<file path="src/hw/cpu_pkg.sv">
`default_nettype none

package cpu_pkg;

    typedef enum logic [3:0] {
        NOP   = 4'd0,
        LD    = 4'd1,
        LDR   = 4'd2,
        LDI   = 4'd3,
        ST    = 4'd4,
        STR   = 4'd5,
        PUSH  = 4'd6,
        POP   = 4'd7,
        ALU_R = 4'd8,
        ALU_I = 4'd9,
        INT   = 4'd10,
        HALT  = 4'd11
    } opcode_e;

    // codes 11 to 15 behave as always
    typedef enum logic [3:0] {
        ALWAYS = 4'd0,
        EQ     = 4'd1,
        NE     = 4'd2,
        LTU    = 4'd3,
        GTU    = 4'd4,
        LEU    = 4'd5,
        GEU    = 4'd6,
        LTS    = 4'd7,
        GTS    = 4'd8,
        LES    = 4'd9,
        GES    = 4'd10
    } cond_e;

    typedef enum logic [3:0] {
        ADD  = 4'd0,
        SUB  = 4'd1,
        AND  = 4'd2,
        OR   = 4'd3,
        XOR  = 4'd4,
        SHL  = 4'd5,
        SHR  = 4'd6,
        PASS = 4'd7
    } alu_op_e;

    typedef enum logic [2:0] {
        HALTED,
        FETCH,
        EXEC,
        TRAP_PUSH,
        TRAP_JUMP
    } state_e;

    typedef enum logic [2:0] {
        R0 = 3'd0,
        R1 = 3'd1,
        R2 = 3'd2,
        R3 = 3'd3,
        R4 = 3'd4,
        R5 = 3'd5,
        SP = 3'd6,
        PC = 3'd7
    } reg_e;

    // instruction fields
    localparam int OP_HI = 31;
    localparam int OP_LO = 28;
    localparam int COND_HI = 27;
    localparam int COND_LO = 24;
    localparam int RA_HI = 23;
    localparam int RA_LO = 21;
    localparam int RB_HI = 20;
    localparam int RB_LO = 18;
    localparam int ALUOP_HI = 17;
    localparam int ALUOP_LO = 14;
    localparam int SET_FLAGS_BIT = 13;
    localparam int NO_WRITE_BIT = 12;
    localparam int RC_HI = 11;
    localparam int RC_LO = 9;
    localparam int OFF_HI = 8;
    localparam int OFF_LO = 0;
    localparam int IMM_HI = 11;
    localparam int IMM_LO = 0;
    localparam int DADDR_HI = 7;
    localparam int DADDR_LO = 0;

    // flag vector is {z, c, n, v}
    localparam int FLAG_Z = 3;
    localparam int FLAG_C = 2;
    localparam int FLAG_N = 1;
    localparam int FLAG_V = 0;

    localparam int MEM_WORDS = 256;
    localparam logic [31:0] VEC_SWINT = 32'd2;
    localparam logic [31:0] VEC_EXCEPT = 32'd3;
    localparam logic [31:0] SP_RESET = 32'h0000_00f0;

    localparam logic [10:0] CTRL_ADDR = 11'h400;
    localparam logic [10:0] STATUS_ADDR = 11'h404;

endpackage

`default_nettype wire

</file>
<file path="src/hw/reg_file.sv">
`default_nettype none

module reg_file (
    input  logic          rst,
    input  logic          reset,
    input  cpu_pkg::reg_e sel_a,
    input  cpu_pkg::reg_e sel_b,
    input  cpu_pkg::reg_e sel_in,
    input  logic          ld_reg,
    input  logic [31:0]   wdata,
    input  logic          post_inc_pc,
    input  logic          pre_dec_sp,
    input  logic          post_inc_sp,
    output logic [31:0]   a_data,
    output logic [31:0]   b_data,
    output logic [7:0]    pc
);

    logic [31:0] regs [8];

    assign a_data = regs[sel_a];
    // push address is the decremented sp
    assign b_data = (pre_dec_sp && sel_b == cpu_pkg::SP) ? regs[cpu_pkg::SP] - 32'd1
                                                          : regs[sel_b];
    assign pc = regs[cpu_pkg::PC][7:0];

    always_ff @(posedge rst) begin
        if (reset) begin
            for (int i = 0; i < 8; i++)
                regs[i] <= 32'd0;
            regs[cpu_pkg::SP] <= cpu_pkg::SP_RESET;
        end else begin
            if (post_inc_pc)
                regs[cpu_pkg::PC] <= regs[cpu_pkg::PC] + 32'd1;
            if (pre_dec_sp)
                regs[cpu_pkg::SP] <= regs[cpu_pkg::SP] - 32'd1;
            if (post_inc_sp)
                regs[cpu_pkg::SP] <= regs[cpu_pkg::SP] + 32'd1;
            // explicit load wins over the pointer updates
            if (ld_reg)
                regs[sel_in] <= wdata;
        end
    end

endmodule

`default_nettype wire

</file>
<file path="config.mk">
export PLATFORM = sky130hd
export DESIGN_NAME = reg_file
export DESIGN_NICKNAME = d
export VERILOG_FILES = /design/src/hw/cpu_pkg.sv /design/src/hw/reg_file.sv
export SDC_FILE = /design/constraint.sdc
export NUM_CORES = 1
export LEC_CHECK = 0
export BUFFER_PORTS_ARGS = -buffer_cell sky130_fd_sc_hd__buf_2
export CAP_MARGIN = 15
export CORE_MARGIN = 1.5
export CORE_UTILIZATION = 44
export DETAILED_ROUTE_END_ITERATION = 6
export SLEW_MARGIN = 20
export SYNTH_ARGS = -nofsm -noshare
export SYNTH_HDL_FRONTEND = slang
export SYNTH_SLANG_ARGS = --single-unit
</file>
<file path="constraint.sdc">
create_clock -name rst -period 2.2 [get_ports rst]
set_input_delay 0.11 -clock rst [delete_from_list [all_inputs] [get_ports rst]]
set_output_delay 0.11 -clock rst [all_outputs]
set_load 0.02 [all_outputs]
</file>
==> flow_metrics.tcl, run 1 <==
set metrics [dict create \
    swShare 0.3065 \
    setup_viol_count_final 72 \
    required_ns 2.09 \
    mostFrequentLayoutCells "edfxtp_1 (256), and2_1 (199), buf_4 (164)" \
    drtAntennaViolNets 0 \
    portBuffers 118 \
    die_w_um 195.2 \
    drive_gt1_frac 0.4142 \
    holdCritStartpoint "wdata[7]" \
    clkTransAtPathRegs_ns 0.06 \
    grt_use_total 0.2877 \
    ioPinCount 119 \
    critPathLaunchType "flop" \
    antenna_found_initial 0 \
    clock_skew_ns 0.02080 \
    largest-register "regs" \
    wl_um 56140 \
    crit_type "flop to output pin" \
    max_cap_viol_count 0 \
    drv_slew 0 \
    finalCritPeriodShare 1.381 \
    yosys_warnings 0 \
    timing.rr.end "regs[6][18]" \
    clockPowerShare 0.315 \
    dpl.hpwl_um 37370 \
    wl_per_cell_um 27.08 \
    netlist_area_mm2 0.01625 \
    ys.flop_type "edfxtp_1" \
    grt_pass1_vias 12520 \
    htreeDepth 1 \
    final-hold-violation-count 0 \
    clock_sinks 256 \
    largestRegisters "regs: 256 flops" \
    cts_buffers 30 \
    nets 1631 \
    synthesis.nets 1366 \
    cts-root-buf "clkbuf_16" \
    p_int_w 0.01040 \
    synth_edf_count 256 \
    synth.area.top_cells "edfxtp_1 (47%), mux4_2 (16%), and2_1 (7.7%)" \
    gp_congestion 0.9200 \
    ys_types 60 \
    pwr-share-seq 0.403 \
    placed_cell_area_mm2 0.01831 \
    rows 70 \
    ys_seq_area_frac 0.4731 \
    tightest_slew_ns 1.023 \
    crit_chain "or4_4, buf_6, or3_4, nor2_4, xnor2_2, a221oi_2, buf_4" \
    die-area_mm2 0.03809 \
    max_slew_margin 0.3178 \
    synth_area_leader_cell "edfxtp_1" \
    vias_per_cell 6.233 \
    grt_pass1_wl_um 81230 \
    r2r_setup_slack_ns -0.46 \
    postLayoutCellArea_mm2 0.02118 \
    cpMaxStageDelayCell "or4_4" \
    synth-seq-cells 256 \
    cp_slowest_stage_delay_ns 0.55 \
    holdPathEnd "regs[1][7]" \
    reg2reg_depth 9 \
    via_count 12920 \
    clock_latency_ns 0.58 \
    area_delta_synth_final_pct 30.32 \
    drt-initial-drc-count 1402 \
    grt_overflow_total 0 \
    synth.top_cell.area_share 0.4731 \
    p_sw_w 0.004599 \
    peakVddDrop_mv 0.4886 \
    grt_max_degree 62 \
    cp_num_buf_inv 2 \
    setup_slack_ns -0.8389 \
    cp-end-kind "output pin" \
    synth_cells 1316 \
    violations "setup timing" \
    rsz0062_at_grt "true" \
    avgSynthCellArea_um2 12.35 \
    drt_first_pass_iters 5 \
    p_per_area_mw_per_mm2 708.5 \
    core_mm2 0.03652 \
    hold_ws_ns 0.01181 \
    drc 0 \
    cp_max_fo 3 \
    async_reset_ff_frac 0 \
    layout_commonest_cell "edfxtp_1" \
    cts_tree "done" \
    path_delay_family "simple AND/OR/NAND/NOR gates" \
    clk_path_buf_depth 3 \
    outcome "finished, violations left" \
    combPwrFrac 0.282 \
    die_h_um 195.2 \
    cp_data_arrival_time_ns 2.93 \
    finalPower_w 0.01500 \
    hold_depth 2 \
    fmax_ghz 0.3291 \
    fin_crit_ns 3.039 \
    rr_startpoint "regs[6][12]" \
    holdCritPathClass "primary input to flop" \
    power.leakage_nw 7.819 \
    largest_register_ffs 256 \
    start_util 0.4449 \
]
-- what timing repair did --
action / in CTS / in global routing
cloned: 0 / 2
hold buffers: 23 / 0
buffers inserted: 31 / 50
resized for setup: 168 / 145
pin swaps: 23 / 44
endpoints found under the hold margin: 133 / 0
endpoints found under the setup margin: 74 / 89
-- cells by family after synthesis --
group	synth area share
AO/OA/AOI/OAI	0.06908
buffers and inverters	0.03519
adder cells (fa/ha/maj)	0.002310
XOR/XNOR	0.04258
flip-flops	0.4731
multiplexers	0.2049
AND/OR/NAND/NOR	0.1728
-- synth_stat cells (all sizes together) (19+ instances only) --
library cell	count
a21oi	36
and2	199
buf	38
clkbuf	89
edfxtp	256
mux2	41
mux4	119
nand2	72
nand3	28
nand4	20
nor2	72
nor3	19
nor4	19
o21ai	60
xnor2	40
xor2	39
-- metal layers --
metal	track usage	up-vias	part of all wire
met5	0	-	0
met1	0.4247	6530	0.42
met4	0.07551	0	0.027
met2	0.4307	749	0.44
met3	0.06235	101	0.11
li1	-	5542	-
-- through the flow --
step                  util  instances  worst slack, ns  TNS [ns]
finish              0.5798       2073          -0.8389    -20.62
global route        0.5797       2071          -0.9194    -25.55
CTS                 0.5558       2029          -0.7798    -18.37
detailed placement  0.5012       1927          -0.2007    -2.726
global placement    0.5012       1927          -0.1540    -1.942
floorplan                -       1316         -0.05720  -0.05720
-- how the worst max path moves through the flow --
stage	from	end	slack, ns	cells past startpoint
2_1_floorplan	regs[6][13]	b_data[22]	-0.06	6
3_3_place_gp	regs[6][1]	b_data[26]	-0.15	8
3_5_place_dp	regs[6][12]	b_data[22]	-0.20	6
4_1_cts	regs[6][12]	b_data[22]	-0.78	6
5_1_grt	regs[6][4]	b_data[25]	-0.92	7
6_report	regs[6][12]	b_data[16]	-0.84	7
-- cell type report --
| type | instances | area [µm²] |
|---|---|---|
| inverters | 7 | 26.28 |
| well taps | 468 | 585.6 |
| repair buffers | 359 | 3126 |
| flip-flops and latches | 256 | 7687 |
| multi-input cells | 927 | 8847 |
| clock inverters | 17 | 121.4 |
| clock buffers | 37 | 777.0 |
| diodes | 2 | 5.005 |
| fillers | 2870 | 15350 |
-- power by group through the flow --
stage	Clock, W	Combinational (W)	Sequential (W)
after global placement	0	0.00323	0.00608
after detailed placement	0	0.00324	0.00611
after CTS	0.00475	0.00374	0.00603
after floorplan	0	0.00194	0.00603
final	0.00472	0.00423	0.00604
after global routing	0.00492	0.00441	0.00608
-- worst register-to-register path: cells and delay by family, from the launching register on --
family,cells,cell delay (ns)
compound gates,2,0.42
buf+inv,3,0.46
flops,1,0.43
simple gates,4,1.23
Note: power is estimated with default switching activity, not from simulation.
==> inputs of run 2 (changes only) <==
Settings changed: SETUP_SLACK_MARGIN set to 0.15.
==> run 2 against run 1 <==
Compared with the run above: the run still ends with setup timing left; routed wire length rose by 0.99%; critical path type unchanged; die area did not move; count of clock-buffer cells in the layout did not move; cell area rose by 3.5%; clock skew fell by 0.0059 ns; cell count rose by 2.1%; maximum frequency rose by 3.2%; clock power rose by 1%; core utilization rose by 2.0 points.
==> flow_metrics.tcl, run 2 (synthesis results as in run 1) <==
set metrics [dict create \
    fin_crit_ns 2.945 \
    holdCritPathClass "primary input to flop" \
    nets 1676 \
    htreeDepth 1 \
    drv_slew 0 \
    ioPinCount 119 \
    setup_slack_ns -0.7445 \
    dpl.hpwl_um 37330 \
    critPathLaunchType "flop" \
    p_sw_w 0.004593 \
    mostFrequentLayoutCells "edfxtp_1 (256), buf_4 (202), and2_1 (196)" \
    dp_cells 1948 \
    grt_use_total 0.2858 \
    drc 0 \
    crit_type "flop to output pin" \
    largest-register "regs" \
    drtAntennaViolNets 0 \
    die-area_mm2 0.03809 \
    drt_first_pass_iters 5 \
    core_mm2 0.03652 \
    postLayoutCellArea_mm2 0.02191 \
    cts-root-buf "clkbuf_16" \
    drt-initial-drc-count 1228 \
    grt_overflow_total 0 \
    p_int_w 0.01066 \
    cts_buffers 29 \
    area_delta_synth_final_pct 34.83 \
    clock_latency_ns 0.56 \
    power.leakage_nw 8.172 \
    wl_um 56700 \
    wl_per_cell_um 26.79 \
    swShare 0.3010 \
    required_ns 2.09 \
    antenna_cells 0 \
    clk_path_buf_depth 3 \
    setup_viol_count_final 80 \
    start_util 0.4449 \
    die_h_um 195.2 \
    cp_max_fo 3 \
    layout_commonest_cell "edfxtp_1" \
    cp-end-kind "output pin" \
    violations "setup timing" \
    p_per_area_mw_per_mm2 696.4 \
    antenna_found_initial 0 \
    gp_congestion 0.8827 \
    largestRegisters "regs: 256 flops" \
    clock_skew_ns 0.01487 \
    outcome "finished, violations left" \
    largest_register_ffs 256 \
    rows 70 \
    peakVddDrop_mv 0.6781 \
    clock_sinks 256 \
    fmax_ghz 0.3396 \
    clockPowerShare 0.313 \
    final-hold-violation-count 0 \
    drive_gt1_frac 0.4539 \
    r2r_setup_slack_ns -0.46 \
    portBuffers 118 \
    via_count 13090 \
    placed_cell_area_mm2 0.01860 \
    clkTransAtPathRegs_ns 0.07 \
    grt_max_degree 65 \
    finalCritPeriodShare 1.338 \
    max_slew_margin 0.6942 \
    cp_data_arrival_time_ns 2.83 \
    final_cells 2116 \
    die_w_um 195.2 \
    cts_tree "done" \
    max_cap_viol_count 0 \
    vias_per_cell 6.188 \
    grt_pass1_vias 12590 \
    finalPower_w 0.01526 \
    grt_pass1_wl_um 80910 \
    pwr-share-seq 0.397 \
    tightest_slew_ns 0.4587 \
    combPwrFrac 0.291 \
    rsz0062_at_grt "true" \
]
==> run 2: layout make-up <==
type                       count  area [µm²]
sequential                   256        7687
tap                          468       585.6
inverter                       7       26.28
fill                        2809       14620
multi-input combinational    926        9129
timing repair buffer         406        3573
clock buffer                  37       755.7
clock inverter                16       150.1
==> run 2: worst paths after layout <==
| kind | startpoint | end | cells past startpoint |
|---|---|---|---|
| worst min register to register | regs[7][31] | regs[7][31] | 2 |
| worst max register to register | regs[6][0] | regs[6][16] | 14 |
| worst max-delay path | regs[6][0] | b_data[14] | 9 |
| worst min-delay path | wdata[13] | regs[7][13] | 3 |
==> run 2: metal layers <==
metal | vias up | global-route usage | share of wire
met5 | - | 0 | 0
li1 | 5639 | - | -
met1 | 6653 | 0.4349 | 0.43
met2 | 696 | 0.4290 | 0.45
met3 | 106 | 0.04491 | 0.097
met4 | 0 | 0.06891 | 0.024
==> run 2: power groups by stage <==
stage	sequential (W)	clock, W	combinational (W)
after detailed placement	0.00612	0	0.00331
final	0.00605	0.00477	0.00444
after global routing	0.00608	0.00497	0.00463
after CTS	0.00603	0.00481	0.00399
after global placement	0.00609	0	0.00329
after floorplan	0.00603	0	0.00201
==> run 2: what timing repair did <==
item | in CTS | in global routing
hold buffers | 21 | 0
resized for setup | 238 | 127
cloned | 1 | 0
endpoints found under the hold margin | 105 | 0
setup buffers | 44 | 50
pin swaps | 62 | 80
setup endpoints to repair | 90 | 97
==> run 2: through the flow <==
| step | TNS, ns | util | hold slack (ns) | setup slack, ns |
|---|---|---|---|---|
| 6_report | -29.05 | 0.5998 | 0.007769 | -0.7445 |
| 3_5_place_dp | -1.175 | 0.5092 | 0.5096 | -0.1528 |
| 4_1_cts | -17.15 | 0.5744 | 0.0009572 | -0.6788 |
| 3_3_place_gp | -0.7329 | 0.5092 | 0.4941 | -0.1289 |
| 5_1_grt | -32.78 | 0.5998 | 0.01761 | -0.7835 |
| 2_1_floorplan | -0.06388 | - | 0.2971 | -0.05719 |
==> run 2: worst max-delay path: stages, from the launching register on <==
cell and delay [ns]:
edfxtp_1 0.46, inv_2 0.12, ha_4 0.13, nor4b_4 0.29
buf_4 0.19, nand3_4 0.10, nor2_2 0.21, xnor2_2 0.14
a221oi_2 0.41, buf_4 0.21
