===== src/hw/cpu_pkg.sv =====
`default_nettype none

package cpu_pkg;

    typedef enum logic [3:0] {
        NOP   = 4'd0,
        LD    = 4'd1,
        LDR   = 4'd2,
        LDI   = 4'd3,
        ST    = 4'd4,
        STR   = 4'd5,
        PUSH  = 4'd6,
        POP   = 4'd7,
        ALU_R = 4'd8,
        ALU_I = 4'd9,
        INT   = 4'd10,
        HALT  = 4'd11
    } opcode_e;

    // codes 11 to 15 behave as always
    typedef enum logic [3:0] {
        ALWAYS = 4'd0,
        EQ     = 4'd1,
        NE     = 4'd2,
        LTU    = 4'd3,
        GTU    = 4'd4,
        LEU    = 4'd5,
        GEU    = 4'd6,
        LTS    = 4'd7,
        GTS    = 4'd8,
        LES    = 4'd9,
        GES    = 4'd10
    } cond_e;

    typedef enum logic [3:0] {
        ADD  = 4'd0,
        SUB  = 4'd1,
        AND  = 4'd2,
        OR   = 4'd3,
        XOR  = 4'd4,
        SHL  = 4'd5,
        SHR  = 4'd6,
        PASS = 4'd7
    } alu_op_e;

    typedef enum logic [2:0] {
        HALTED,
        FETCH,
        EXEC,
        TRAP_PUSH,
        TRAP_JUMP
    } state_e;

    typedef enum logic [2:0] {
        R0 = 3'd0,
        R1 = 3'd1,
        R2 = 3'd2,
        R3 = 3'd3,
        R4 = 3'd4,
        R5 = 3'd5,
        SP = 3'd6,
        PC = 3'd7
    } reg_e;

    // instruction fields
    localparam int OP_HI = 31;
    localparam int OP_LO = 28;
    localparam int COND_HI = 27;
    localparam int COND_LO = 24;
    localparam int RA_HI = 23;
    localparam int RA_LO = 21;
    localparam int RB_HI = 20;
    localparam int RB_LO = 18;
    localparam int ALUOP_HI = 17;
    localparam int ALUOP_LO = 14;
    localparam int SET_FLAGS_BIT = 13;
    localparam int NO_WRITE_BIT = 12;
    localparam int RC_HI = 11;
    localparam int RC_LO = 9;
    localparam int OFF_HI = 8;
    localparam int OFF_LO = 0;
    localparam int IMM_HI = 11;
    localparam int IMM_LO = 0;
    localparam int DADDR_HI = 7;
    localparam int DADDR_LO = 0;

    // flag vector is {z, c, n, v}
    localparam int FLAG_Z = 3;
    localparam int FLAG_C = 2;
    localparam int FLAG_N = 1;
    localparam int FLAG_V = 0;

    localparam int MEM_WORDS = 256;
    localparam logic [31:0] VEC_SWINT = 32'd2;
    localparam logic [31:0] VEC_EXCEPT = 32'd3;
    localparam logic [31:0] SP_RESET = 32'h0000_00f0;

    localparam logic [10:0] CTRL_ADDR = 11'h400;
    localparam logic [10:0] STATUS_ADDR = 11'h404;

endpackage

`default_nettype wire


===== src/hw/control_unit.sv =====
`default_nettype none

module control_unit (
    input  logic             rst,
    input  logic             reset,
    input  logic             start,
    input  logic [31:0]      mem_rdata,
    input  logic [3:0]       flags,
    input  logic [31:0]      a_data,
    output logic             halted,
    output logic             mem_rd,
    output logic             mem_wr,
    output logic             addr_sel,
    output logic             src_mem,
    output cpu_pkg::reg_e    sel_a,
    output cpu_pkg::reg_e    sel_b,
    output cpu_pkg::reg_e    sel_in,
    output logic             ld_reg,
    output logic             post_inc_pc,
    output logic             pre_dec_sp,
    output logic             post_inc_sp,
    output cpu_pkg::alu_op_e alu_op,
    output logic             a_from_ir,
    output logic             b_from_ir,
    output logic [31:0]      imm,
    output logic             ld_flags,
    output logic [31:0]      mem_wdata
);

    cpu_pkg::state_e state;
    cpu_pkg::state_e state_next;
    logic [31:0] ir;
    cpu_pkg::opcode_e fetch_op;
    cpu_pkg::opcode_e op;
    cpu_pkg::reg_e ra;
    cpu_pkg::reg_e rb;
    cpu_pkg::reg_e rc;
    logic cond_ok;

    // carry set means no borrow for the unsigned tests
    function automatic logic cond_pass(input cpu_pkg::cond_e cond, input logic [3:0] f);
        logic z;
        logic c;
        logic n;
        logic v;
        z = f[cpu_pkg::FLAG_Z];
        c = f[cpu_pkg::FLAG_C];
        n = f[cpu_pkg::FLAG_N];
        v = f[cpu_pkg::FLAG_V];
        case (cond)
            cpu_pkg::EQ:  cond_pass = z;
            cpu_pkg::NE:  cond_pass = !z;
            cpu_pkg::LTU: cond_pass = !c;
            cpu_pkg::GTU: cond_pass = c && !z;
            cpu_pkg::LEU: cond_pass = !c || z;
            cpu_pkg::GEU: cond_pass = c;
            cpu_pkg::LTS: cond_pass = n != v;
            cpu_pkg::GTS: cond_pass = !z && (n == v);
            cpu_pkg::LES: cond_pass = z || (n != v);
            cpu_pkg::GES: cond_pass = n == v;
            default:      cond_pass = 1'b1;
        endcase
    endfunction

    // decode of the word on the bus during fetch
    assign fetch_op = cpu_pkg::opcode_e'(mem_rdata[cpu_pkg::OP_HI:cpu_pkg::OP_LO]);
    assign cond_ok = cond_pass(cpu_pkg::cond_e'(mem_rdata[cpu_pkg::COND_HI:cpu_pkg::COND_LO]),
                               flags);

    assign op = cpu_pkg::opcode_e'(ir[cpu_pkg::OP_HI:cpu_pkg::OP_LO]);
    assign ra = cpu_pkg::reg_e'(ir[cpu_pkg::RA_HI:cpu_pkg::RA_LO]);
    assign rb = cpu_pkg::reg_e'(ir[cpu_pkg::RB_HI:cpu_pkg::RB_LO]);
    assign rc = cpu_pkg::reg_e'(ir[cpu_pkg::RC_HI:cpu_pkg::RC_LO]);

    assign halted = state == cpu_pkg::HALTED;
    assign mem_wdata = a_data;

    always_comb begin
        state_next = state;
        case (state)
            cpu_pkg::HALTED: begin
                if (start)
                    state_next = cpu_pkg::FETCH;
            end
            cpu_pkg::FETCH: begin
                if (cond_ok) begin
                    case (fetch_op)
                        cpu_pkg::NOP, cpu_pkg::LD, cpu_pkg::LDR, cpu_pkg::LDI,
                        cpu_pkg::ST, cpu_pkg::STR, cpu_pkg::PUSH, cpu_pkg::POP,
                        cpu_pkg::ALU_R, cpu_pkg::ALU_I, cpu_pkg::HALT:
                            state_next = cpu_pkg::EXEC;
                        // software interrupt and undefined opcodes
                        default:
                            state_next = cpu_pkg::TRAP_PUSH;
                    endcase
                end
            end
            cpu_pkg::EXEC: begin
                state_next = (op == cpu_pkg::HALT) ? cpu_pkg::HALTED : cpu_pkg::FETCH;
            end
            cpu_pkg::TRAP_PUSH: state_next = cpu_pkg::TRAP_JUMP;
            default: state_next = cpu_pkg::FETCH;
        endcase
    end

    always_ff @(posedge rst) begin
        if (reset)
            state <= cpu_pkg::HALTED;
        else
            state <= state_next;
    end

    always_ff @(posedge rst) begin
        if (state == cpu_pkg::FETCH)
            ir <= mem_rdata;
    end

    always_comb begin
        mem_rd = 1'b0;
        mem_wr = 1'b0;
        addr_sel = 1'b0;
        src_mem = 1'b0;
        sel_a = cpu_pkg::R0;
        sel_b = cpu_pkg::R0;
        sel_in = ra;
        ld_reg = 1'b0;
        post_inc_pc = 1'b0;
        pre_dec_sp = 1'b0;
        post_inc_sp = 1'b0;
        alu_op = cpu_pkg::PASS;
        a_from_ir = 1'b0;
        b_from_ir = 1'b0;
        ld_flags = 1'b0;
        imm = {{20{ir[cpu_pkg::IMM_HI]}}, ir[cpu_pkg::IMM_HI:cpu_pkg::IMM_LO]};
        case (state)
            // ir <- mem[pc++]
            cpu_pkg::FETCH: begin
                sel_b = cpu_pkg::PC;
                mem_rd = 1'b1;
                post_inc_pc = 1'b1;
            end
            cpu_pkg::EXEC: begin
                case (op)
                    cpu_pkg::LD, cpu_pkg::ST: begin
                        imm = {24'd0, ir[cpu_pkg::DADDR_HI:cpu_pkg::DADDR_LO]};
                        addr_sel = 1'b1;
                        sel_a = ra;
                        mem_rd = op == cpu_pkg::LD;
                        mem_wr = op == cpu_pkg::ST;
                        src_mem = 1'b1;
                        ld_reg = op == cpu_pkg::LD;
                    end
                    // address is offset plus rb
                    cpu_pkg::LDR, cpu_pkg::STR: begin
                        imm = {{23{ir[cpu_pkg::OFF_HI]}}, ir[cpu_pkg::OFF_HI:cpu_pkg::OFF_LO]};
                        a_from_ir = 1'b1;
                        sel_a = ra;
                        sel_b = rb;
                        alu_op = cpu_pkg::ADD;
                        mem_rd = op == cpu_pkg::LDR;
                        mem_wr = op == cpu_pkg::STR;
                        src_mem = 1'b1;
                        ld_reg = op == cpu_pkg::LDR;
                    end
                    cpu_pkg::LDI: begin
                        b_from_ir = 1'b1;
                        ld_reg = 1'b1;
                    end
                    // mem[--sp] <- ra
                    cpu_pkg::PUSH: begin
                        sel_a = ra;
                        sel_b = cpu_pkg::SP;
                        pre_dec_sp = 1'b1;
                        mem_wr = 1'b1;
                    end
                    // ra <- mem[sp++]
                    cpu_pkg::POP: begin
                        sel_b = cpu_pkg::SP;
                        mem_rd = 1'b1;
                        src_mem = 1'b1;
                        ld_reg = 1'b1;
                        post_inc_sp = 1'b1;
                    end
                    cpu_pkg::ALU_R, cpu_pkg::ALU_I: begin
                        sel_a = rb;
                        sel_b = rc;
                        b_from_ir = op == cpu_pkg::ALU_I;
                        alu_op = cpu_pkg::alu_op_e'(ir[cpu_pkg::ALUOP_HI:cpu_pkg::ALUOP_LO]);
                        ld_flags = ir[cpu_pkg::SET_FLAGS_BIT];
                        ld_reg = !ir[cpu_pkg::NO_WRITE_BIT];
                    end
                    default: ;
                endcase
            end
            // return pc goes to mem[--sp]
            cpu_pkg::TRAP_PUSH: begin
                sel_a = cpu_pkg::PC;
                sel_b = cpu_pkg::SP;
                pre_dec_sp = 1'b1;
                mem_wr = 1'b1;
            end
            cpu_pkg::TRAP_JUMP: begin
                imm = (op == cpu_pkg::INT) ? cpu_pkg::VEC_SWINT : cpu_pkg::VEC_EXCEPT;
                b_from_ir = 1'b1;
                sel_in = cpu_pkg::PC;
                ld_reg = 1'b1;
            end
            default: ;
        endcase
    end

endmodule

`default_nettype wire


===== config.mk =====
export PLATFORM = sky130hd
export DESIGN_NAME = control_unit
export DESIGN_NICKNAME = d
export VERILOG_FILES = /design/src/hw/cpu_pkg.sv /design/src/hw/control_unit.sv
export SDC_FILE = /design/constraint.sdc
export NUM_CORES = 1
export LEC_CHECK = 0
export ABC_AREA = 1
export BUFFER_PORTS_ARGS = -buffer_cell sky130_fd_sc_hd__buf_2
export CORE_ASPECT_RATIO = 1.4
export CORE_UTILIZATION = 40
export DETAILED_ROUTE_END_ITERATION = 6
export GPL_TIMING_DRIVEN = 0
export PLACE_DENSITY_LB_ADDON = 0.1
export SYNTH_ARGS = -nofsm -noshare
export SYNTH_HDL_FRONTEND = slang
export SYNTH_SLANG_ARGS = --single-unit

===== constraint.sdc =====
create_clock -name rst -period 2.6 [get_ports rst]
set_clock_uncertainty 0.05 [all_clocks]
set_input_delay 0.26 -clock rst [delete_from_list [all_inputs] [get_ports rst]]
set_output_delay 0.26 -clock rst [all_outputs]
set_load 0.02 [all_outputs]

==> impl_metrics.yaml, run 1 <==
sta:
  period_needed_ns: 2.35
  finalCritPeriodShare_pct: 90.2
  fmax_ghz: 0.426
  tightest_slew_ns: 0.837
  setup_slack_ns: 0.254
  setup_viol: 0
  slew_headroom_pct: 44.1
  finalMaxSlewViolations: 0
  rsz0062_at_grt: "false"
  tns_ns: 0
  hold_viol: 0
floorplan:
  dieArea_um2: 5430
  io-pin-count: 160
  die_y_um: 86.8
  core_um2: 4880
  rows: 30
  fp.dieW_um: 62.6
  start_util_pct: 42.1
worst_hold_path:
  min_path_type: "in -> reg"
global_routing:
  grt_max_degree: 32
  grt_overflow: 0
  grt_first_pass_wirelength_um: 7560
  antenna_found_initial: 0
  grt_pass1_vias: 1685
  grt_use_total_pct: 17.9
placed_design:
  gp_congestion: 0.806
  dp_slack_ns: 0.212
  dpl.hpwl_um: 4020
  numPortBuffers: 127
  place_area_um2: 2770
yosys:
  syn_area_um2: 2050
  synth_fp_nets: 318
  synth_area_per_cell_um2: 8.32
  ys_seq_area_share_pct: 43.8
  syn_inst: 247
  yosys_warnings: 0
  synthDistinctLibCells: 28
  ys_ff_latch: 31
setup_path:
  worstSetupStartpointType: "flop"
  cp-end-kind: "output pin"
  crit_type: "reg -> out"
  crit_path_max_fanout: 21
  crit_required_ns: 2.29
  cp_data_arrival_time_ns: 2.04
clock_network:
  postCtsSetupBuffers: 0
  insertion_delay_ns: 0.27
  clock-sinks: 31
  cts-root-buf: "clkbuf_8"
  cts_tree: "done"
  cts_buffers: 5
  clockBufferDepth: 2
  hold_buffers: 0
  cts_htree_levels: 2
  clkSlewWorstSetupHoldPaths_ns: 0.06
detailed_routing:
  first_pass_iters: 4
  ant_nets: 0
  wl_um: 4820
  drc: 0
  num_vias: 1913
  avgViaCountPerCell: 4.29
  routedWlPerCell_um: 10.8
  first_iter_violations: 31
job:
  maxCapViolCount: 0
final_layout:
  final_cell_mix: "buf_2 (129), buf_4 (53), nand2_1 (50), edfxtp_1 (28), inv_1 (26)"
  diodes: 0
  synthToLayoutAreaGrowth_pct: 39.2
  fin_nets: 452
  final_area_um2: 2860
  final_common_cell: "buf_2"
  drive_gt1_share_pct: 55.5
pwr:
  pwr_density_cell_nw_per_um2: 537
  irDropWorstVdd_v: 0.000572
  p_leak_uw: 0.00156
status:
  status: "complete, no violations"
## through the flow
step / utilization [%] / instances / hold slack, ns / total power (uW)
2_1_floorplan: - / 247 / 0.282 / 1030
3_3_place_gp: 56.8 / 438 / 0.386 / 1200
3_5_place_dp: 56.8 / 438 / 0.388 / 1200
4_1_cts: 58.5 / 446 / 0.0943 / 1550
5_1_grt: 58.6 / 446 / 0.0914 / 1620
6_report: 58.6 / 446 / 0.105 / 1530
## cell usage after synthesis
cell      count  area share [%]
nand3b_1      1            0.37
o21ai_1       4            0.97
a22oi_1       3             1.1
o211ai_2      1            0.61
or2_2         2            0.61
o21ai_0       5             1.2
a31oi_1       4             1.2
a21oi_2       1            0.43
or2_1         2            0.61
nor3_1        2            0.49
nand3_1       5             1.2
nor2_1       24             4.4
buf_2         2            0.49
nand3_2       1            0.49
nor4_1        1            0.30
nor2_2        4             1.2
inv_1        26             4.8
edfxtp_1     28              41
inv_2         8             1.5
buf_4        53              19
dfxtp_1       3             2.9
o21a_1        3             1.1
o31ai_1       1            0.37
a21oi_1       7             1.7
nand2_4       2             1.1
nand2_1      50             9.1
nor2_4        1            0.55
nand2_2       3            0.91
## report_power, final
part / switching [uW] / internal, uW / total [uW]
sequential: 27.2 / 605 / 632
clock: 159 / 187 / 347
combinational: 331 / 224 / 555
total: 517 / 1020 / 1530
## logic make-up after synthesis
family	share of synthesized area, %
and+or+nand+nor	21.4
DFF	43.8
buffers and inverters	26.1
AOI/OAI and AO/OA	8.71
## metal layers
layer	GRT usage, %	vias to the layer above	share of wire, %	wire length [um]
li1	-	999	-	-
met1	18.5	803	36	1760
met2	32.9	105	52	2490
met3	5.92	6	11	513
met4	7.19	0	1.4	68
met5	0	-	0	0
## worst paths after layout
path / from / depth (start not counted) / to / slack [ns]
worst max register to register: state[0] / 8 / state[0] / 0.65
worst min-delay path: mem_rdata[5] / 1 / ir[5] / 0.11
worst max-delay path: ir[30] / 8 / imm[20] / 0.25
worst min register to register: state[2] / 4 / state[1] / 0.63
## critical path: stages, from the launching register on
cell and delay [ns]:
edfxtp_1 0.43, nor2_1 0.23, nand2_2 0.12, nand2_4 0.12, nand2_4 0.07, o211ai_2 0.21
o21a_4 0.29, buf_4 0.14, buf_2 0.15
## cell type report
type	instances	area (um2)
plain buffers	55	408
clock buffers	7	76.3
clock inverters	1	5.00
fillers	477	2020
inverters	34	128
multi-input cells	127	626
flip-flops and latches	31	901
well taps	64	80.1
repair buffers	127	636
## registers in the layout, summed over array words and instances (netlist names)
name	flops
ir	28
state	3
## timing repair
item | in CTS | in global routing
gates cloned | 0 | 0
gates resized for setup | 1 | 1
hold endpoints to repair | 0 | 0
endpoints found under the setup margin | 21 | 20
No activity file was read; power rests on OpenSTA's default activity.
==> inputs of run 2 (changes only) <==
- ABC_AREA: 1 -> not set
==> run 2 against run 1 <==
Against the previous run:
- sequential cell count stayed put
- core utilization is 0.072 points higher
- clock-buffer cell count is 1 lower
- cell count is 8.5% lower
- via count is 2.5% lower
- maximum frequency is 3.6% lower
- area after synthesis is 1.8% higher
- largest power group unchanged
==> impl_metrics.yaml, run 2 <==
yosys:
  ys_top_cells_by_count: "buf_4 (55), edfxtp_1 (28), nor2_1 (14), a21oi_1 (12), nor2b_1 (12)"
  ys.flop_type: "edfxtp_1"
  ys_seq_area_share_pct: 43.1
  synth_fp_nets: 280
  yosysTopAreaCellShare_pct: 40.2
  async_reset_ff_share_pct: 0
  yosys_warnings: 0
  synthTopCellsByArea: "edfxtp_1 (40%), buf_4 (20%), nor2b_1 (3.6%)"
  synth_edf_count: 28
  syn_inst: 209
  synth_area_per_cell_um2: 10.0
  synth_top_cell_by_area: "edfxtp_1"
  syn_area_um2: 2090
  synthDistinctLibCells: 43
  yosysMostFrequentCell: "buf_4"
  ys_ff_latch: 31
pwr:
  pwr_density_cell_nw_per_um2: 494
  p_leak_uw: 0.00141
  irDropWorstVdd_v: 0.000461
detailed_routing:
  drc: 0
  ant_nets: 0
  avgViaCountPerCell: 4.57
  first_pass_iters: 4
  first_iter_violations: 59
  num_vias: 1866
  wl_um: 5090
  routedWlPerCell_um: 12.5
sta:
  tightest_slew_ns: 0.619
  finalMaxSlewViolations: 0
  fmax_ghz: 0.411
  hold_viol: 0
  slew_headroom_pct: 58.7
  tns_ns: 0
  whs_ns: 0.102
  finalCritPeriodShare_pct: 93.6
  rsz0062_at_grt: "false"
  setup_viol: 0
  period_needed_ns: 2.43
  setup_slack_ns: 0.167
floorplan:
  fp.dieW_um: 63.1
  core_um2: 4950
  start_util_pct: 42.2
  dieArea_um2: 5530
  rows: 30
  io-pin-count: 160
  die_y_um: 87.6
global_routing:
  antenna_found_initial: 0
  grt_first_pass_wirelength_um: 7770
  grt_use_total_pct: 18.2
  grt_max_degree: 30
  grt_overflow: 0
  grt_pass1_vias: 1722
setup_path:
  crit_type: "reg -> out"
  cp_data_arrival_time_ns: 2.12
  crit_path_max_fanout: 21
  r2r_cells: 3
  crit_required_ns: 2.29
  regToRegEndpoint: "ir[1]"
  cp-end-kind: "output pin"
  reg2reg_from: "state[2]"
  worstSetupStartpointType: "flop"
  rrSetupSlack_ns: 0.65
worst_hold_path:
  min_from: "reset"
  min_path_type: "in -> reg"
  hold_depth: 2
  whs_endpoint: "state[2]"
final_layout:
  regMostFlops: "ir"
  final_common_cell: "buf_2"
  synthToLayoutAreaGrowth_pct: 38.9
  biggestRegsByFlops: "ir: 28 flops, state: 3 flops"
  instances_no_fill: 408
  drive_gt1_share_pct: 59.0
  largest_reg_flops: 28
  diodes: 0
  fill_cells: 458
  final_cell_mix: "buf_2 (130), buf_4 (55), edfxtp_1 (28), nor2_1 (14)"
  fin_nets: 414
  utilization_pct: 58.7
clock_network:
  clockBufferDepth: 2
  clkSlewWorstSetupHoldPaths_ns: 0.06
  cts_tree: "done"
  insertion_delay_ns: 0.27
  cts_buffers: 5
  postCtsSetupBuffers: 0
  cts_htree_levels: 2
  clock-sinks: 31
  hold_buffers: 0
  cts-root-buf: "clkbuf_8"
placed_design:
  numPortBuffers: 127
  dp_slack_ns: 0.0777
  gp_congestion: 0.793
  dpl.hpwl_um: 4020
  numPlacedInstances: 400
job:
  maxCapViolCount: 0
status:
  status: "complete, no violations"
run 2: changes by cell type after synthesis, sizes merged, moves of 7 or more:
cell    previous run  this run
nand2             55         5
inv               34         3
nor2              29        15
nor2b              0        12
nand2b             0         7
run 2: worst max-delay path, cell delays in order (launching register included):
cell	delay, ns
edfxtp_1	0.52
nor2_2	0.21
nand2_1	0.14
a21oi_4	0.22
and3_1	0.25
a21o_4	0.22
buf_4	0.14
buf_2	0.15
run 2: what timing repair did:
action	4_1_cts	5_1_grt
endpoints found under the hold margin	0	0
setup endpoints to repair	21	21
resized for setup	2	2
run 2: through the flow:
stage	total power, uW	instance area (um2)
final	1440	2910
after global routing	1510	2910
after CTS	1450	2900
after detailed placement	1110	2810
after global placement	1100	2810
after floorplan	956	2090
run 2: area by class of cell:
type | instances | area [um2] | share of cell area, %
clock buffer | 6 | 72.6 | 2.50
sequential | 31 | 901 | 31.0
tap | 64 | 80.1 | 2.76
clock inverter | 2 | 7.51 | 0.258
inverter | 3 | 15.0 | 0.517
buffer | 60 | 450 | 15.5
multi-input combinational | 115 | 744 | 25.6
timing repair buffer | 127 | 636 | 21.9
run 2: power by group:
group | switching, uW | internal (uW) | total [uW]
combinational | 277 | 209 | 486
clock | 156 | 182 | 337
sequential | 19.8 | 594 | 613
total | 453 | 984 | 1440
run 2: cells by family after synthesis:
group	share of synthesized area [%]
buf+inv	22.1
flops	43.1
xor+xnor	1.67
simple gates	20.8
compound gates	12.4
run 2: routing by layer:
| layer | global-route usage, % | part of all wire [%] |
|---|---|---|
| met1 | 19.5 | 37 |
| met2 | 34.9 | 53 |
| met3 | 4.43 | 7.7 |
| met4 | 5.71 | 1.8 |
| met5 | 0 | 0 |
run 2: worst max path at each step:
stage	cells after the start	slack, ns	start	endpoint
2_1_floorplan	6	0.45	ir[30]	imm[12]
3_3_place_gp	7	0.14	ir[30]	imm[25]
3_5_place_dp	7	0.08	ir[30]	imm[14]
4_1_cts	5	0.01	state[0]	post_inc_pc
5_1_grt	7	0.03	ir[30]	imm[26]
6_report	7	0.17	ir[30]	imm[14]
==> inputs of run 3 (changes only) <==
- REMOVE_ABC_BUFFERS: not set -> 1
==> run 3 against run 2 <==
Against the previous run:
- sequential cell count unchanged
- critical path type unchanged
- wire length is 9.0% higher
- register-to-register slack got worse by 0.08 ns
==> impl_metrics.yaml, run 3 (same netlist as run 2, synthesis figures left out) <==
status:
  status: "complete, no violations"
global_routing:
  grt_first_pass_wirelength_um: 8340
  grt_pass1_vias: 1610
  grt_overflow: 0
  antenna_found_initial: 0
  grt_max_degree: 30
  grt_use_total_pct: 20.6
final_layout:
  final_common_cell: "buf_2"
  drive_gt1_share_pct: 47.1
  multi_input_area_um2: 731
  fin_nets: 331
  diodes: 0
  instances_no_fill: 325
  final_cell_mix: "buf_2 (95), edfxtp_1 (28), nor2_1 (14), nor2b_1 (12), a21oi_1 (12)"
  synthToLayoutAreaGrowth_pct: 12.6
  biggestRegsByFlops: "ir: 28 flops, state: 3 flops"
  fill_cells: 529
  ff_latch_area_um2: 901
  utilization_pct: 47.6
  largest_reg_flops: 28
  regMostFlops: "ir"
clock_network:
  cts_htree_levels: 2
  insertion_delay_ns: 0.28
  clock-sinks: 31
  clockBufferDepth: 2
  cts_tree: "done"
  cts_buffers: 5
  clkSlewWorstSetupHoldPaths_ns: 0.07
  cts-root-buf: "clkbuf_8"
detailed_routing:
  first_pass_iters: 4
  num_vias: 1655
  met1Wirelength_um: 2120
  ant_nets: 0
  routedWlPerCell_um: 17.1
  wl_met3_um: 869
  first_iter_violations: 28
  met2WireLength_um: 2480
  wl_um: 5540
  drc: 0
  avgViaCountPerCell: 5.09
  highest-signal-layer: "met4"
floorplan:
  dieArea_um2: 5530
  die_y_um: 87.6
  rows: 30
  io-pin-count: 160
  core_um2: 4950
  fp.dieW_um: 63.1
  start_util_pct: 42.2
setup_path:
  crit_path_max_fanout: 21
  rrSetupSlack_ns: 0.57
  critPathCapture: "imm[31]"
  regToRegEndpoint: "ir[8]"
  worstSetupStartpointType: "flop"
  worstSetupStartpoint: "state[0]"
  crit_required_ns: 2.29
  cp-end-kind: "output pin"
  reg2reg_from: "state[2]"
  crit_type: "reg -> out"
  cp_data_arrival_time_ns: 2.12
  r2r_cells: 3
sta:
  fmax_ghz: 0.411
  setup_slack_ns: 0.166
  period_needed_ns: 2.43
  hold_viol: 0
  tns_ns: 0
  finalMaxSlewViolations: 0
  slew_headroom_pct: 53.8
  tightest_slew_ns: 0.692
  rsz0062_at_grt: "false"
  whs_ns: 0.0964
  setup_viol: 0
  finalCritPeriodShare_pct: 93.6
pwr:
  pwr_density_cell_nw_per_um2: 572
  p_leak_uw: 0.00103
  irDropWorstVdd_v: 0.000308
placed_design:
  numPortBuffers: 95
  gp_congestion: 0.725
  dpl.hpwl_um: 4180
  numPlacedInstances: 308
  dp_slack_ns: 0.107
worst_hold_path:
  min_path_type: "in -> reg"
job:
  maxCapViolCount: 0
run 3: worst max-delay path: stages (launching register included):
cell and delay (ns):
dfxtp_1 0.46, nor3b_4 0.66, a21oi_1 0.17, a21o_2 0.35
buf_2 0.19
run 3: final cells by class:
class	count	share of cell area [%]
Tap cell	64	3.40
Timing Repair inverter	1	0.212
Inverter	3	0.637
Clock buffer	5	2.92
Timing Repair Buffer	103	22.7
Multi-Input combinational cell	115	31.0
Clock inverter	3	0.850
Sequential cell	31	38.2
run 3: repair_timing:
action,in CTS,in global routing
hold buffers,0,0
endpoints found under the setup margin,22,22
resized for setup,2,0
hold endpoints to repair,0,0
setup buffers,4,4
cloned,0,1
run 3: worst min-delay path by stage:
stage / to / slack [ns] / depth (start not counted) / start
floorplan: state[2] / 0.28 / 1 / reset
global placement: ir[7] / 0.39 / 1 / mem_rdata[7]
detailed placement: ir[4] / 0.39 / 1 / mem_rdata[4]
CTS: ir[1] / 0.09 / 1 / mem_rdata[1]
global route: ir[21] / 0.08 / 1 / mem_rdata[21]
finish: ir[1] / 0.1 / 1 / mem_rdata[1]
run 3: per-stage QoR:
step	cell area, um2	power, uW
after detailed placement	2200	962
after floorplan	1640	833
after CTS	2320	1350
final	2360	1350
after global placement	2200	960
after global routing	2360	1410
run 3: where the power goes:
part	internal (uW)	total, uW	switching, uW
Combinational	129	342	213
Clock	186	382	196
Sequential	593	623	30.3
Total	908	1350	439
run 3: metal layers:
metal / vias to the layer above / GRT usage (%)
li1: 778 / -
met1: 755 / 23.2
met2: 115 / 30.9
met3: 7 / 13.5
met4: 0 / 6.34
met5: - / 6.25
